--- src/hdl/soc_pkg.sv ---
`default_nettype none

package soc_pkg;

  // --------------------------------------------------
  // Widths and basic types
  // --------------------------------------------------
  localparam int unsigned AddrWidth = 32;
  localparam int unsigned DataWidth = 64;
  localparam int unsigned BeWidth   = DataWidth / 8;

  typedef logic [AddrWidth-1:0] addr_t;
  typedef logic [DataWidth-1:0] data_t;
  typedef logic [BeWidth-1:0]   be_t;

  // --------------------------------------------------
  // Address map
  // --------------------------------------------------
  typedef enum logic [1:0] {
    RegionRom   = 2'd0,
    RegionClint = 2'd1,
    RegionSpm   = 2'd2
  } region_e;

  localparam int unsigned NumRegions = 3;

  // End address is exclusive
  typedef struct packed {
    region_e idx;
    addr_t   start_addr;
    addr_t   end_addr;
  } addr_rule_t;

  localparam addr_t RomBase     = 32'h0001_0000;
  localparam addr_t RomLength   = 32'h0000_1000;
  localparam addr_t ClintBase   = 32'h0200_0000;
  localparam addr_t ClintLength = 32'h0000_C000;
  localparam addr_t SpmBase     = 32'h1C00_0000;
  localparam addr_t SpmLength   = 32'h0000_8000;

  localparam addr_rule_t AddrMap [NumRegions] = '{
    '{idx: RegionRom,   start_addr: RomBase,   end_addr: RomBase + RomLength},
    '{idx: RegionClint, start_addr: ClintBase, end_addr: ClintBase + ClintLength},
    '{idx: RegionSpm,   start_addr: SpmBase,   end_addr: SpmBase + SpmLength}
  };

  // --------------------------------------------------
  // Boot ROM image, two instructions per word
  // --------------------------------------------------
  localparam int unsigned BootRomDepth = 16;

  localparam data_t BootRomImage [BootRomDepth] = '{
    64'h0010_0293_F140_2573, 64'h0202_8293_0000_0597,
    64'h0005_8593_1C00_0137, 64'h0000_0013_0001_0113,
    64'h3052_9073_0000_0297, 64'h0000_0013_0000_0013,
    64'h1050_0073_0000_006F, 64'h0000_0013_0000_0013,
    64'hDEAD_BEEF_CAFE_F00D, 64'h0123_4567_89AB_CDEF,
    64'hFEDC_BA98_7654_3210, 64'h5555_AAAA_3333_CCCC,
    64'h0F0F_F0F0_A5A5_5A5A, 64'h8000_0000_0000_0001,
    64'h0000_0000_0000_0000, 64'hFFFF_FFFF_FFFF_FFFF
  };

  // --------------------------------------------------
  // Scratchpad and CLINT
  // --------------------------------------------------
  localparam int unsigned SpmDepth = 4096;

  localparam addr_t ClintMsipOffset     = 32'h0000_0000;
  localparam addr_t ClintMtimecmpOffset = 32'h0000_4000;
  localparam addr_t ClintMtimeOffset    = 32'h0000_BFF8;

  localparam int unsigned RtcSyncStages = 2;

  // Debug request mask window after reset, in clk_i cycles
  localparam int unsigned DebugDelayCycles = 500;
  localparam int unsigned DebugCntWidth    = $clog2(DebugDelayCycles + 1);

endpackage

`default_nettype wire

--- src/hdl/boot_rom.sv ---
`timescale 1ns/1ps
`default_nettype none

module boot_rom (
  input  logic            clk_i,
  input  logic            ndmreset_n,
  input  logic            req_i,
  input  soc_pkg::addr_t  addr_i,
  output soc_pkg::data_t  rdata_o
);
  import soc_pkg::*;

  logic [$clog2(BootRomDepth)-1:0] word_idx;
  data_t                           rdata_q;

  // Word index wraps modulo the image depth
  assign word_idx = addr_i[$clog2(BeWidth) +: $clog2(BootRomDepth)];

  always_ff @(posedge clk_i or negedge ndmreset_n) begin
    if (!ndmreset_n) begin
      rdata_q <= '0;
    end else if (req_i) begin
      rdata_q <= BootRomImage[word_idx];
    end
  end

  assign rdata_o = rdata_q;

endmodule

`default_nettype wire

--- config.mk ---
export PLATFORM = sky130hd
export DESIGN_NAME = boot_rom
export DESIGN_NICKNAME = d
export VERILOG_FILES = /design/src/hdl/soc_pkg.sv /design/src/hdl/boot_rom.sv
export SDC_FILE = /design/constraint.sdc
export NUM_CORES = 1
export LEC_CHECK = 0
export BUFFER_PORTS_ARGS = -buffer_cell sky130_fd_sc_hd__clkbuf_2
export CORE_ASPECT_RATIO = 0.5
export CORE_MARGIN = 2
export CORE_UTILIZATION = 40
export DETAILED_ROUTE_END_ITERATION = 8
export PLACE_DENSITY = 0.71
export SLEW_MARGIN = 25
export SYNTH_ARGS = -nofsm -noshare
export SYNTH_HDL_FRONTEND = slang
export SYNTH_SLANG_ARGS = --single-unit
--- constraint.sdc ---
create_clock -name clk_i -period 0.8 [get_ports clk_i]
set_clock_uncertainty 0.15 [all_clocks]
set_input_delay 0.16 -clock clk_i [delete_from_list [all_inputs] [get_ports clk_i]]
set_output_delay 0.16 -clock clk_i [all_outputs]
set_load 0.1 [all_outputs]
======== Yosys cells after proc, flatten, opt, wreduce, memory -nomap -nowiden ========
Memories as Yosys holds them, arrays and structs flattened. A register that Yosys moved wholly into a read port is not among the register bits.
Cells that the tools add are included.
operators by class
  shift-type cells ........................ 0
  multiply operators ...................... 0
  reduce and logical (&&, ||, !) cells .... 1
  multiplexer cells ....................... 0
  magnitude comparators ................... 0
  bitwise gates (word level) .............. 1
  equality and inequality tests ........... 0
  add/sub/neg operators ................... 0
  divide/modulo/power cells ............... 0
operator list
  cell               number
  NOT 4 -> 5 bit     1
  logical NOT 1 bit  1
word-level totals
  word-level logic and storage cells ...... 3
  register bits after elaboration ......... 0
  bits in read-only memories .............. 1024
  RAM bits ................................ 0
  input bits .............................. 35
  memories ................................ 1
  output and inout bits ................... 64
  latch bits .............................. 0
memory list
  memory            words  bits a word  read ports  clocked after Yosys merged registers in  write ports  RTL line        text
  (name not given)  16     64           1           1                                        0            boot_rom.sv:23  rdata_q <= BootRomImage[word_idx];

======== Depth between registers and ports, before layout ========
Gate-level depths: netlist of the first run.
  word-level depth ........................ 1
  depth in mapped cells ................... 5

======== Least setup slack after synthesis of the first run ========
Ideal clock, no wire load.
  path type ............................... flip-flop to output port
  start point ............................. register, netlist name rdata_o[43]
  end point ............................... output port rdata_o[25]
  stages on the path, launching flop included .. 2
  setup slack ............................. -900 ps
  data arrival time ....................... 1390 ps
  buffers on the path ..................... 1
  required time ........................... 490 ps
  cell sequence ........................... dfrtp_1 > buf_4
RTL lines
  element        RTL line       text
  end, declared  boot_rom.sv:9  output soc_pkg::data_t rdata_o

==> metrics.md, run 1 <==
| Metric | Value |
|---|---|
| Run status | `complete, but fails checks` |
| Failing checks | `negative setup slack` |
| DP Cell Count | `415` |
| CTS tree | `yes` |
| Async S/R FF share, synth | `100%` |
| Cts bufs inserted | `5` |
| WL/cell | `25.7 microns` |
| Post-DRT Antenna Nets | `0` |
| Final hold vios | `0` |
| I/O pin cnt | `99` |
| Min cycle time layout | `1.38 ns` |
| Crit-path slowest cell | `dfrtp_4` |
| Max clock buf depth | `2` |
| Initial Utilization | `40.8%` |
| Clk pin slew, worst setup/hold paths | `0.07 ns` |
| Slew Viols, Final | `0` |
| Pleak | `2.19 nW` |
| Share of layout cells above drive strength 1 | `76.1%` |
| Clock insertion delay at the later pin of the skew report | `0.31 ns` |
| Max Cap Viol | `0` |
| Crit path launch type | `register` |
| Endpoint type of the worst setup path | `output pin` |
| Final instance area | `5330 sq um` |
| Crit-path max FO | `6` |
| Drt drc | `0` |
| IR drop worst, VDD | `0.00220 V` |
| Post-synthesis sequential area ratio | `49.2%` |
| First-pass GRT wire length | `15000 microns` |
| Ant diodes | `0` |
| Wirelength, routed | `11600 microns` |
| Sinks on Clock Net | `48` |
| # nets final | `414` |
| Number of global-route vias before repair | `2751` |
| Synth area leaders | `dfrtp_1, buf_4, nor2_1` |
| Synth Cell Area | `2440 sq um` |
| Final TNS setup | `-47.56 ns` |
| DR vias | `2719` |
| Critical path arrival | `1.07 ns` |
| Ys Warns | `0` |
| Slew @ Worst Pin | `0.351 ns` |
| Share of the synthesized area in the top cell type | `49.2%` |
| IO Port Bufs | `70` |
| Num rows | `20` |
| Worst path max stage delay | `0.56 ns` |
| Area after DPL | `4220 sq um` |
| Buf/Inv on CP | `1` |
| HP Class | `in2reg` |
| Number of library cell types mapped by synthesis | `42` |
| Syn Nets | `298` |
| Initial antenna violation count | `0` |
| Crit path cell chain | `buf_12` |
| DRT Pass-1 Iters | `5` |
| Mapped Cells | `256` |
| Die Span Y | `59.3 microns` |
| Yosys top cell by area | `dfrtp_1` |
| RSZ-0062 raised after global routing | `true` |
| Largest net degree at the start of global routing | `26` |
| Die Area | `6780 sq um` |
| Syn Area/Cell | `9.54 sq um` |
| GPL Wtd Cong | `0.893` |
| Die width | `115 microns` |
| Commonest register cell after synthesis | `dfrtp_1` |
| Power Total | `11.6 mW` |
| Total GRT Usage | `30.0%` |
| Fin crit share | `173%` |
| Max FFs per register | `48` |
| #FFs+latches synth | `48` |
| Pre-CTS setup slack | `-0.828 ns` |
| CTS root buf | `clkbuf_16` |
| Final core area utilization | `89.1%` |
| Worst setup margin | `-0.582 ns` |
| Core Box Area | `5980 sq um` |
| Critical path class | `reg2out` |
| Fin Hold WS | `0.156 ns` |
| Htree depth | `2` |
| Setup-failing EPs final | `112` |
| Global route overflow | `0` |
| WP data required | `0.49 ns` |
| Critical path's top delay family | `flip-flops` |
| Layout area overhead | `118%` |
| Iter 0 DRT Violations | `216` |
| Slew HR | `76.5%` |
| Fin cells | `450` |
| F_max | `0.723 GHz` |
| DP Wirelength | `5440 microns` |
| Vias per inst | `6.04` |
| EDFF count, synth | `0` |
| Pwr/cell area | `2180 nW/um^2` |
==> layout make-up <==
class / count / area, sq um
clock buffer: 6 / 139
timing repair buffer: 139 / 2060
clock inverter: 2 / 38.8
sequential: 48 / 1380
inverter: 10 / 62.6
tap: 77 / 96.3
fill: 205 / 649
multi-input combinational: 168 / 1550
==> power breakdown <==
part	total (mW)	internal (mW)	switching (mW)	leakage, nW
Clock	2.63	1.57	1.06	0.0871
Sequential	3.27	2.86	0.412	0.525
Combinational	5.74	2.11	3.63	1.57
Total	11.6	6.54	5.10	2.19
==> per-layer routing <==
metal	track usage, %	part of all wire, %	vias to the layer above
li1	-	-	1093
met1	38.4	39	1386
met2	49.5	49	193
met3	7.36	8.0	47
met4	12.7	4.0	0
met5	0	0	-
==> logic make-up after synthesis <==
logic type | after synthesis | share of synthesized area [%]
AOI/OAI and AO/OA | 69 | 18.6
adders and majority gates | 7 | 3.59
buffers and inverters | 40 | 9.78
DFF | 48 | 49.2
muxes | 6 | 2.66
and+or+nand+nor | 86 | 16.2
==> synthesized netlist by cell type (4+ instances only) <==
cell type  count
o21ai_1        4
inv_1          9
nand2b_1       9
a21oi_1       12
nor2b_1        4
and2_1         4
mux2_2         4
o21ai_0       17
o22a_1         6
ha_1           7
buf_4         17
a31oi_1       13
nand3_1       10
buf_2          8
nand2_1       23
nor2_1        31
dfrtp_1       48
==> path summary, 6_finish.rpt <==
path / cells past startpoint / slack [ns] / startpoint / to
setup / recovery: 1 / -0.58 / rdata_o[43]$_DFFE_PN0P_ / rdata_o[25]
hold / removal: 3 / 0.16 / req_i / rdata_o[26]$_DFFE_PN0P_
setup reg to reg: 3 / -0.33 / rdata_o[54]$_DFFE_PN0P_ / rdata_o[54]$_DFFE_PN0P_
hold reg to reg: 1 / 0.44 / rdata_o[63]$_DFFE_PN0P_ / rdata_o[63]$_DFFE_PN0P_
max in group asynchronous: 3 / 0.06 / ndmreset_n / rdata_o[54]$_DFFE_PN0P_
min in group asynchronous: 3 / 0.25 / ndmreset_n / rdata_o[4]$_DFFE_PN0P_
==> layout by cell type, fill, tap and decap left out, types with 3 or more instances in the layout <==
cell type	count
a21oi_2	9
a21oi_4	3
a31oi_1	12
and2_4	4
buf_12	70
buf_4	39
buf_6	21
buf_8	4
clkbuf_16	7
dfrtp_4	48
ha_4	7
inv_1	5
mux2_4	4
nand2_1	18
nand2_2	3
nand2b_1	3
nand2b_4	5
nand3_1	3
nand3_2	3
nand3_4	4
nor2_1	22
nor2_2	4
nor2_4	5
nor2b_1	3
o21ai_1	4
o21ai_2	11
o21ai_4	4
o22a_1	6
==> repair_timing <==
item / CTS / global route
hold buffers: 1 / 0
endpoints found under the hold margin: 48 / 0
pin swaps: 57 / 30
resized for setup: 128 / 47
buffers inserted: 15 / 14
setup endpoints to repair: 112 / 112
Note: power is estimated with default switching activity, not from simulation.
==> inputs of run 2 (changes only) <==
--- a/config.mk
+++ b/config.mk
@@ -5,12 +5,14 @@
 export SDC_FILE = /design/constraint.sdc
 export NUM_CORES = 1
 export LEC_CHECK = 0
+export ABC_AREA = 1
 export BUFFER_PORTS_ARGS = -buffer_cell sky130_fd_sc_hd__clkbuf_2
 export CORE_ASPECT_RATIO = 0.5
 export CORE_MARGIN = 2
 export CORE_UTILIZATION = 40
 export DETAILED_ROUTE_END_ITERATION = 8
-export PLACE_DENSITY = 0.71
+export PLACE_DENSITY = 0.72
+export SETUP_SLACK_MARGIN = 0.05
 export SLEW_MARGIN = 25
 export SYNTH_ARGS = -nofsm -noshare
 export SYNTH_HDL_FRONTEND = slang
==> metrics.md, run 2 <==
| Metric | Value |
|---|---|
| Stop err | `[ERROR DPL-0033] detailed placement checks failed during check placement.` |
| Mapped Cells | `283 (+11%)` |
| I/O pin cnt | `99 (unchanged)` |
| Async S/R FF share, synth | `100% (unchanged)` |
| Run status | `did not finish` |
| Stopped at | `5_1_grt` |
| Share of the synthesized area in the top cell type | `51.9% (+2.7 points)` |
| Post-Synth XOR/XNOR Area | `0% (unchanged)` |
| Ys Warns | `0 (unchanged)` |
| Commonest register cell after synthesis | `dfrtp_1` |
| CTS root buf | `clkbuf_16` |
| Compound-Gate Fraction of Synth Area | `11.9% (-6.7 points)` |
| Yosys top cell by area | `dfrtp_1` |
| Cts bufs inserted | `5 (unchanged)` |
| Crit. endpoint post-GRT repair | `rdata_o[35]` |
| Largest net degree at the start of global routing | `49` |
| EDFF count, synth | `0 (unchanged)` |
| Max clock buf depth | `2 (unchanged)` |
| IO Port Bufs | `70 (unchanged)` |
| Initial Utilization | `41.8% (+0.93 points)` |
| Adder-Cell Fraction of Synth Area | `3.79% (+0.20 points)` |
| Syn Nets | `325 (+9.1%)` |
| Synth Area in Simple Gates | `22.1% (+5.9 points)` |
| Worst endpoint type | `primary output` |
| Initial antenna violation count | `0` |
| Synth Cell Area | `2310 sq um (-5.3%)` |
| Post-synthesis sequential area ratio | `51.9% (+2.7 points)` |
| Multiplexer share of the synthesized area | `0% (-2.7 points)` |
| Die width | `112 microns (-2.6%)` |
| Top cells by count, synth | `nand2_1, dfrtp_1, a21oi_1` |
| DP Wirelength | `6410 microns (+18%)` |
| Syn Area/Cell | `8.17 sq um (-14%)` |
| Htree depth | `2 (unchanged)` |
| Die Span Y | `57.8 microns (-2.5%)` |
| Sinks on Clock Net | `48 (unchanged)` |
| Leading cell type by number of instances after synthesis | `nand2_1` |
| #FFs+latches synth | `48 (unchanged)` |
| Num rows | `19 (-5.0%)` |
| Number of library cell types mapped by synthesis | `19 (-55%)` |
| GPL Wtd Cong | `0.912 (+2.0%)` |
| Largest family of logic cells by synthesized area | `simple AND/OR/NAND/NOR gates` |
| Synth area leaders | `dfrtp_1, nand2_1, a21oi_1` |
-- run 2: changes by cell type after synthesis, sizes merged, moves of 4 or more --
cell	previous run	this run
mux2	4	0
nand3	10	6
nor2b	5	0
a31oi	13	0
nand2	23	101
a21oi	13	30
nand2b	9	0
o22a	6	0
inv	9	15
and2	4	0
nor2	31	26
-- run 2: stage by stage --
stage	instance area [sq um]	setup slack (ns)	hold WS (ns)	std cells	util [%]
floorplan	2680	-0.412	-0.286	283	-
global placement	4050	-0.705	0.0140	436	73.2
detailed placement	4050	-0.740	0.0203	436	73.2
CTS	4940	-0.568	-0.291	456	89.2
-- run 2: cells by family after synthesis --
kind of cell	after synthesis
DFF	48
buffers and inverters	42
and+or+nand+nor	133
adders and majority gates	7
AOI/OAI and AO/OA	53
-- run 2: repair_timing --
item | in CTS
pin swaps | 46
buffers inserted | 12
endpoints found under the setup margin | 112
hold endpoints to repair | 48
resized for setup | 167
==> inputs of run 3 (changes only) <==
--- a/config.mk
+++ b/config.mk
@@ -7,12 +7,10 @@
 export LEC_CHECK = 0
 export ABC_AREA = 1
 export BUFFER_PORTS_ARGS = -buffer_cell sky130_fd_sc_hd__clkbuf_2
-export CORE_ASPECT_RATIO = 0.5
 export CORE_MARGIN = 2
-export CORE_UTILIZATION = 40
+export CORE_UTILIZATION = 25
 export DETAILED_ROUTE_END_ITERATION = 8
-export PLACE_DENSITY = 0.72
-export SETUP_SLACK_MARGIN = 0.05
+export PLACE_DENSITY_LB_ADDON = 0.15
 export SLEW_MARGIN = 25
 export SYNTH_ARGS = -nofsm -noshare
 export SYNTH_HDL_FRONTEND = slang
==> constraint.sdc (replaced) <==
create_clock -name clk_i -period 1.05 [get_ports clk_i]
set_clock_uncertainty 0.15 [all_clocks]
set_input_delay 0.21 -clock clk_i [delete_from_list [all_inputs] [get_ports clk_i]]
set_output_delay 0.21 -clock clk_i [all_outputs]
set_load 0.1 [all_outputs]
==> metrics.md, run 3 <==
| Metric | Value |
|---|---|
| Gate power share | `51.9%` |
| Crit-path slowest cell | `dfrtp_4` |
| DP Cell Count | `477 (+9.4%)` |
| Crit path cell chain | `buf_12` |
| Multi-input combinational cell area | `1390 sq um` |
| Critical path arrival | `1.07 ns` |
| Total GRT Usage | `15.1%` |
| Fin Hold WS | `0.180 ns` |
| HP Class | `in2reg` |
| RSZ-0062 raised after global routing | `true` |
| Sw frac | `45.1%` |
| Largest net degree at the start of global routing | `49` |
| Area after DPL | `4090 sq um (+1.0%)` |
| Worst reg2reg path depth | `3` |
| Int Pwr | `4.25 mW` |
| Layout area overhead | `110%` |
| R2r endpoint | `rdata_o[41]$_DFFE_PN0P_` |
| Async S/R FF share, synth | `100% (unchanged)` |
| Syn Area/Cell | `8.17 sq um (unchanged)` |
| Cts bufs inserted | `5 (unchanged)` |
| F_max | `0.698 GHz` |
| WL/cell | `15.0 microns` |
| Core Box Area | `9110 sq um` |
| Endpoint type of the worst setup path | `output pin` |
| IR drop worst, VDD | `0.000800 V` |
| Worst setup margin | `-0.382 ns` |
| Hold Crit Endpoint | `rdata_o[24]$_DFFE_PN0P_` |
| Post-synthesis sequential area ratio | `51.9% (unchanged)` |
| Mapped Cells | `283 (unchanged)` |
| Global route overflow | `0` |
| Hold Path Origin | `req_i` |
| Die Span Y | `100 microns (+73%)` |
| #FFs+latches synth | `48 (unchanged)` |
| Final TNS setup | `-22.11 ns` |
| Leading cell type by number of instances after synthesis | `nand2_1` |
| Max Cap Viol | `0` |
| Crit path launch type | `register` |
| Fin crit share | `136%` |
| IO Port Bufs | `70 (unchanged)` |
| Final hold vios | `0` |
| Wirelength, routed | `7490 microns` |
| Iter 0 DRT Violations | `106` |
| Num rows | `35 (+16)` |
| Run status | `complete, but fails checks` |
| Pleak | `2.16 nW` |
| WP data required | `0.69 ns` |
| Slew Viols, Final | `0` |
| CTS tree | `yes` |
| DP Wirelength | `5290 microns (-17%)` |
| Sequential Power Share | `30.7%` |
| Fillers | `804` |
| Commonest register cell after synthesis | `dfrtp_1` |
| Most common cell after layout, fill and taps aside | `buf_12` |
| First-pass GRT wire length | `12000 microns` |
| DR vias | `2277` |
| Initial antenna violation count | `0` |
| Clock power share | `17.4%` |
| RR Startpoint | `rdata_o[41]$_DFFE_PN0P_` |
| Max clock buf depth | `2 (unchanged)` |
| Syn Nets | `325 (unchanged)` |
| Final instance area | `4860 sq um` |
| Worst path max stage delay | `0.57 ns` |
| DRT Pass-1 Iters | `4` |
| Die Area | `10000 sq um` |
| Share of layout cells above drive strength 1 | `69.5%` |
| Number of global-route vias before repair | `2343` |
| Ant diodes | `0` |
| Hold Path Stages | `4` |
| Min cycle time layout | `1.43 ns` |
| Buf/Inv on CP | `1` |
| Htree depth | `2 (unchanged)` |
| Clock insertion delay at the later pin of the skew report | `0.30 ns` |
| Synth Cell Area | `2310 sq um (unchanged)` |
| Fin cells | `498` |
| Commonest non-fill, non-tap cells in the layout | `buf_12, nand2_1, dfrtp_2` |
| Sinks on Clock Net | `48 (unchanged)` |
| Ys Warns | `0 (unchanged)` |
| GPL Wtd Cong | `0.870 (-4.6%)` |
| Switch Pwr | `3.49 mW` |
| Yosys top cell by area | `dfrtp_1` |
| Drt drc | `0` |
| Post-DRT Antenna Nets | `0` |
| Clk pin slew, worst setup/hold paths | `0.10 ns` |
| Pwr/cell area | `1590 nW/um^2` |
| Vias per inst | `4.57` |
| I/O pin cnt | `99 (unchanged)` |
| Synth area leaders | `dfrtp_1, nand2_1, a21oi_1` |
| Slew @ Worst Pin | `0.276 ns` |
| Number of library cell types mapped by synthesis | `19 (unchanged)` |
| Top cells by count, synth | `nand2_1, dfrtp_1, a21oi_1` |
| Setup-failing EPs final | `98` |
| EDFF count, synth | `0 (unchanged)` |
| # nets final | `428` |
| Max FFs per register | `48` |
| Storage cell area | `1300 sq um` |
| Share of the synthesized area in the top cell type | `51.9% (unchanged)` |
| CTS root buf | `clkbuf_8` |
| Critical path's top delay family | `flip-flops` |
| Crit-path max FO | `6` |
| Slew HR | `81.6%` |
| Failing checks | `negative setup slack` |
| Reg2Reg Setup Slack | `0.04 ns` |
| Critical path class | `reg2out` |
| Die width | `100 microns (-10%)` |
| Initial Utilization | `25.4% (-16 points)` |
run 3: kinds of logic after synthesis:
logic type / synth area share (%)
simple gates: 22.1
compound gates: 11.9
buf+inv: 10.3
fa+ha+maj: 3.79
flops: 51.9
run 3: layout make-up:
type / instances / area share [%]
Inverter: 15 / 1.62
Clock buffer: 6 / 1.49
Timing Repair Buffer: 123 / 38.1
Multi-Input combinational cell: 193 / 28.5
Sequential cell: 48 / 26.7
Tap cell: 111 / 2.86
Clock inverter: 2 / 0.721
run 3: timing repair:
| item | 4_1_cts | 5_1_grt |
|---|---|---|
| pin swaps | 24 | 21 |
| buffers inserted | 6 | 9 |
| endpoints found under the hold margin | 48 | 0 |
| hold buffers | 1 | 0 |
| setup endpoints to repair | 105 | 111 |
| gates resized for setup | 88 | 55 |
run 3: worst max-delay path by stage:
stage                     cells after the start                     end               startpoint  slack [ns]
after detailed placement                     10  rdata_o[6]$_DFFE_PN0P_                addr_i[4]       -0.57
after global placement                       10  rdata_o[6]$_DFFE_PN0P_                addr_i[4]       -0.54
after global routing                          1             rdata_o[20]  rdata_o[43]$_DFFE_PN0P_       -0.42
after floorplan                               1             rdata_o[25]  rdata_o[43]$_DFFE_PN0P_       -0.25
after CTS                                     1             rdata_o[43]  rdata_o[43]$_DFFE_PN0P_       -0.40
final                                         1             rdata_o[43]  rdata_o[43]$_DFFE_PN0P_       -0.38
run 3: metal layers:
layer  global-route usage, %  wire length (microns)
met1                    20.8                   3420
met2                    25.1                   3610
met3                    2.09                    326
met4                    4.00                    127
met5                       0                      0
run 3: power groups by stage:
| stage | registers [mW] | logic [mW] | clock network (mW) |
|---|---|---|---|
| after CTS | 2.38 | 3.87 | 1.39 |
| after global routing | 2.40 | 4.15 | 1.45 |
| after floorplan | 3.72 | 1.03 | 0 |
| final | 2.37 | 4.01 | 1.35 |
| after detailed placement | 2.42 | 3.65 | 0 |
| after global placement | 2.42 | 3.65 | 0 |
run 3: metrics by stage:
stage	power, mW	utilization [%]	setup slack (ns)
floorplan	4.75	-	-0.249
global route	8.01	53.4	-0.417
CTS	7.64	50.6	-0.398
detailed placement	6.07	44.9	-0.566
global placement	6.07	44.9	-0.537
finish	7.73	53.4	-0.382
==> inputs of run 4 (changes only) <==
--- a/config.mk
+++ b/config.mk
@@ -7,6 +7,8 @@
 export LEC_CHECK = 0
 export ABC_AREA = 1
 export BUFFER_PORTS_ARGS = -buffer_cell sky130_fd_sc_hd__clkbuf_2
+export CELL_PAD_IN_SITES_DETAIL_PLACEMENT = 0
+export CELL_PAD_IN_SITES_GLOBAL_PLACEMENT = 2
 export CORE_MARGIN = 2
 export CORE_UTILIZATION = 25
 export DETAILED_ROUTE_END_ITERATION = 8
==> constraint.sdc (replaced) <==
create_clock -name clk_i -period 1.8 [get_ports clk_i]
set_clock_uncertainty 0.15 [all_clocks]
set_input_delay 0.36 -clock clk_i [delete_from_list [all_inputs] [get_ports clk_i]]
set_output_delay 0.36 -clock clk_i [all_outputs]
set_load 0.1 [all_outputs]
==> metrics.md, run 4 (synthesis results as in run 3) <==
| Metric | Value |
|---|---|
| RSZ-0062 raised after global routing | `false` |
| Core Box Area | `9110 sq um (unchanged)` |
| Die Span Y | `100 microns (unchanged)` |
| Htree depth | `2 (unchanged)` |
| Final core area utilization | `32.5% (-21 points)` |
| I/O pin cnt | `99 (unchanged)` |
| Pwr/cell area | `1230 nW/um^2 (-23%)` |
| Fillers | `1037 (+29%)` |
| DRT Pass-1 Iters | `4 (unchanged)` |
| Max clock buf depth | `2 (unchanged)` |
| Endpoint type of the worst setup path | `output pin` |
| Slew HR | `63.1% (-18 points)` |
| Crit path cell chain | `clkbuf_2` |
| Final hold vios | `0 (unchanged)` |
| Critical path arrival | `1.17 ns (+0.10 ns)` |
| Fin Hold WS | `0.304 ns (+0.124 ns)` |
| Worst reg2reg path depth | `2 (-1)` |
| Wirelength, routed | `6700 microns (-11%)` |
| Total GRT Usage | `13.9% (-1.2 points)` |
| Iter 0 DRT Violations | `66 (-38%)` |
| Clock insertion delay at the later pin of the skew report | `0.30 ns (about the same)` |
| Critical path class | `reg2out` |
| Post-DRT Antenna Nets | `0 (unchanged)` |
| DR vias | `2058 (-9.6%)` |
| Crit-path slowest cell | `clkbuf_2` |
| WL/cell | `14.2 microns (-5.6%)` |
| Hold Path Stages | `3 (-1)` |
| Number of global-route vias before repair | `2018 (-14%)` |
| Critical Path Stages | `1 (unchanged)` |
| PostCTS Resize Cnt | `0 (-100%)` |
| Clk pin slew, worst setup/hold paths | `0.09 ns (about the same)` |
| # nets final | `402 (-6.1%)` |
| Max Cap Viol | `0 (unchanged)` |
| Area after DPL | `2840 sq um (-31%)` |
| Layout area overhead | `27.9%` |
| GR peak layer | `met2` |
| Min cycle time layout | `1.68 ns` |
| GR Layer Usage met3 | `3.27% (+1.2 points)` |
| Initial Utilization | `25.4% (unchanged)` |
| Fin crit share | `93.6%` |
| Sinks on Clock Net | `48 (unchanged)` |
| Num rows | `35 (unchanged)` |
| Final instance area | `2960 sq um (-39%)` |
| F_max | `0.594 GHz` |
| Crit path launch type | `register` |
| Pleak | `1.61 nW (-25%)` |
| Worst path max stage delay | `0.47 ns (-0.10 ns)` |
| First-pass GRT wire length | `10700 microns (-10%)` |
| Crit-path max FO | `6 (unchanged)` |
| Die Area | `10000 sq um (unchanged)` |
| Most common cell after layout, fill and taps aside | `nand2_1` |
| HP Class | `in2reg` |
| Largest net degree at the start of global routing | `49 (unchanged)` |
| Drt drc | `0 (unchanged)` |
| Final TNS setup | `0 ns (+22.11 ns)` |
| IO Port Bufs | `70 (unchanged)` |
| Slew Viols, Final | `0 (unchanged)` |
| Share of layout cells above drive strength 1 | `31.9% (-38 points)` |
| GPL Wtd Cong | `0.859 (-1.3%)` |
| IR drop worst, VDD | `0.000331 V (-59%)` |
| Die width | `100 microns (unchanged)` |
| Setup-failing EPs final | `0 (-100%)` |
| Vias per inst | `4.36 (-4.6%)` |
| Critical path's top delay family | `buffers and inverters` |
| Met1 Use GR | `19.4% (-1.3 points)` |
| Cts bufs inserted | `5 (unchanged)` |
| Initial antenna violation count | `0 (unchanged)` |
| WP data required | `1.29 ns (+0.60 ns)` |
| DP Wirelength | `4970 microns (-6.0%)` |
| CTS root buf | `clkbuf_8` |
| Grt met2 use | `21.7% (-3.4 points)` |
| Global route overflow | `0 (unchanged)` |
| Max FFs per register | `48 (unchanged)` |
| Commonest non-fill, non-tap cells in the layout | `nand2_1, clkbuf_2, dfrtp_1` |
| Run status | `completed` |
| Slew @ Worst Pin | `0.555 ns (+0.279 ns)` |
| Ant diodes | `0 (unchanged)` |
| Buf/Inv on CP | `1 (unchanged)` |
| CTS tree | `yes` |
-- run 4: changes by cell type in the layout (fill, tap and decap cells not counted), sizes merged --
cell,before,now
clkbuf,10,76
inv,13,15
clkinvlp,2,0
buf,118,26
-- run 4: path summary, 6_finish.rpt --
kind,startpoint,end,slack [ns]
max,rdata_o[43]$_DFFE_PN0P_,rdata_o[62],0.12
min,req_i,rdata_o[33]$_DFFE_PN0P_,0.30
max reg2reg,rdata_o[61]$_DFFE_PN0P_,rdata_o[61]$_DFFE_PN0P_,0.87
min reg2reg,rdata_o[6]$_DFFE_PN0P_,rdata_o[6]$_DFFE_PN0P_,0.34
max in group asynchronous,ndmreset_n,rdata_o[17]$_DFFE_PN0P_,0.83
min in group asynchronous,ndmreset_n,rdata_o[50]$_DFFE_PN0P_,0.42
-- run 4: area by class of cell --
class	instances	area, sq um	share of cell area, %
Clock buffer	6	72.6	2.45
Clock inverter	2	35.0	1.18
Inverter	15	56.3	1.90
Multi-Input combinational cell	193	875	29.6
Sequential cell	48	1210	41.0
Tap cell	111	139	4.70
Timing Repair Buffer	97	568	19.2
-- run 4: power by group --
part           internal [mW]  leakage, nW  switching [mW]
sequential              1.19        0.574          0.0677
combinational          0.225        0.983            1.37
clock                  0.413       0.0552           0.365
total                   1.83         1.61            1.80
-- run 4: routing by layer --
metal	share of wire (%)	up-vias	wire length, microns
met4	1.1	0	73
met2	44	53	2970
met3	4.8	5	324
li1	-	1032	-
met5	0	-	0
met1	50	968	3330
-- run 4: timing repair --
action	CTS	global route
hold endpoints to repair	48	0
buffers inserted	0	0
hold buffers	1	0
-- run 4: through the flow --
stage          setup slack (ns)  instances  power, mW
3_5_place_dp            -0.0871        463       2.89
5_1_grt                  0.0642        472       3.81
4_1_cts                  0.0979        472       3.69
3_3_place_gp            -0.0799        463       2.89
2_1_floorplan             0.214        283       2.61
6_report                  0.115        472       3.64
-- run 4: tightest hold or removal path, stage by stage --
cell      delay, ns
clkbuf_2       0.18
nand2_1        0.13
nand2_1        0.05
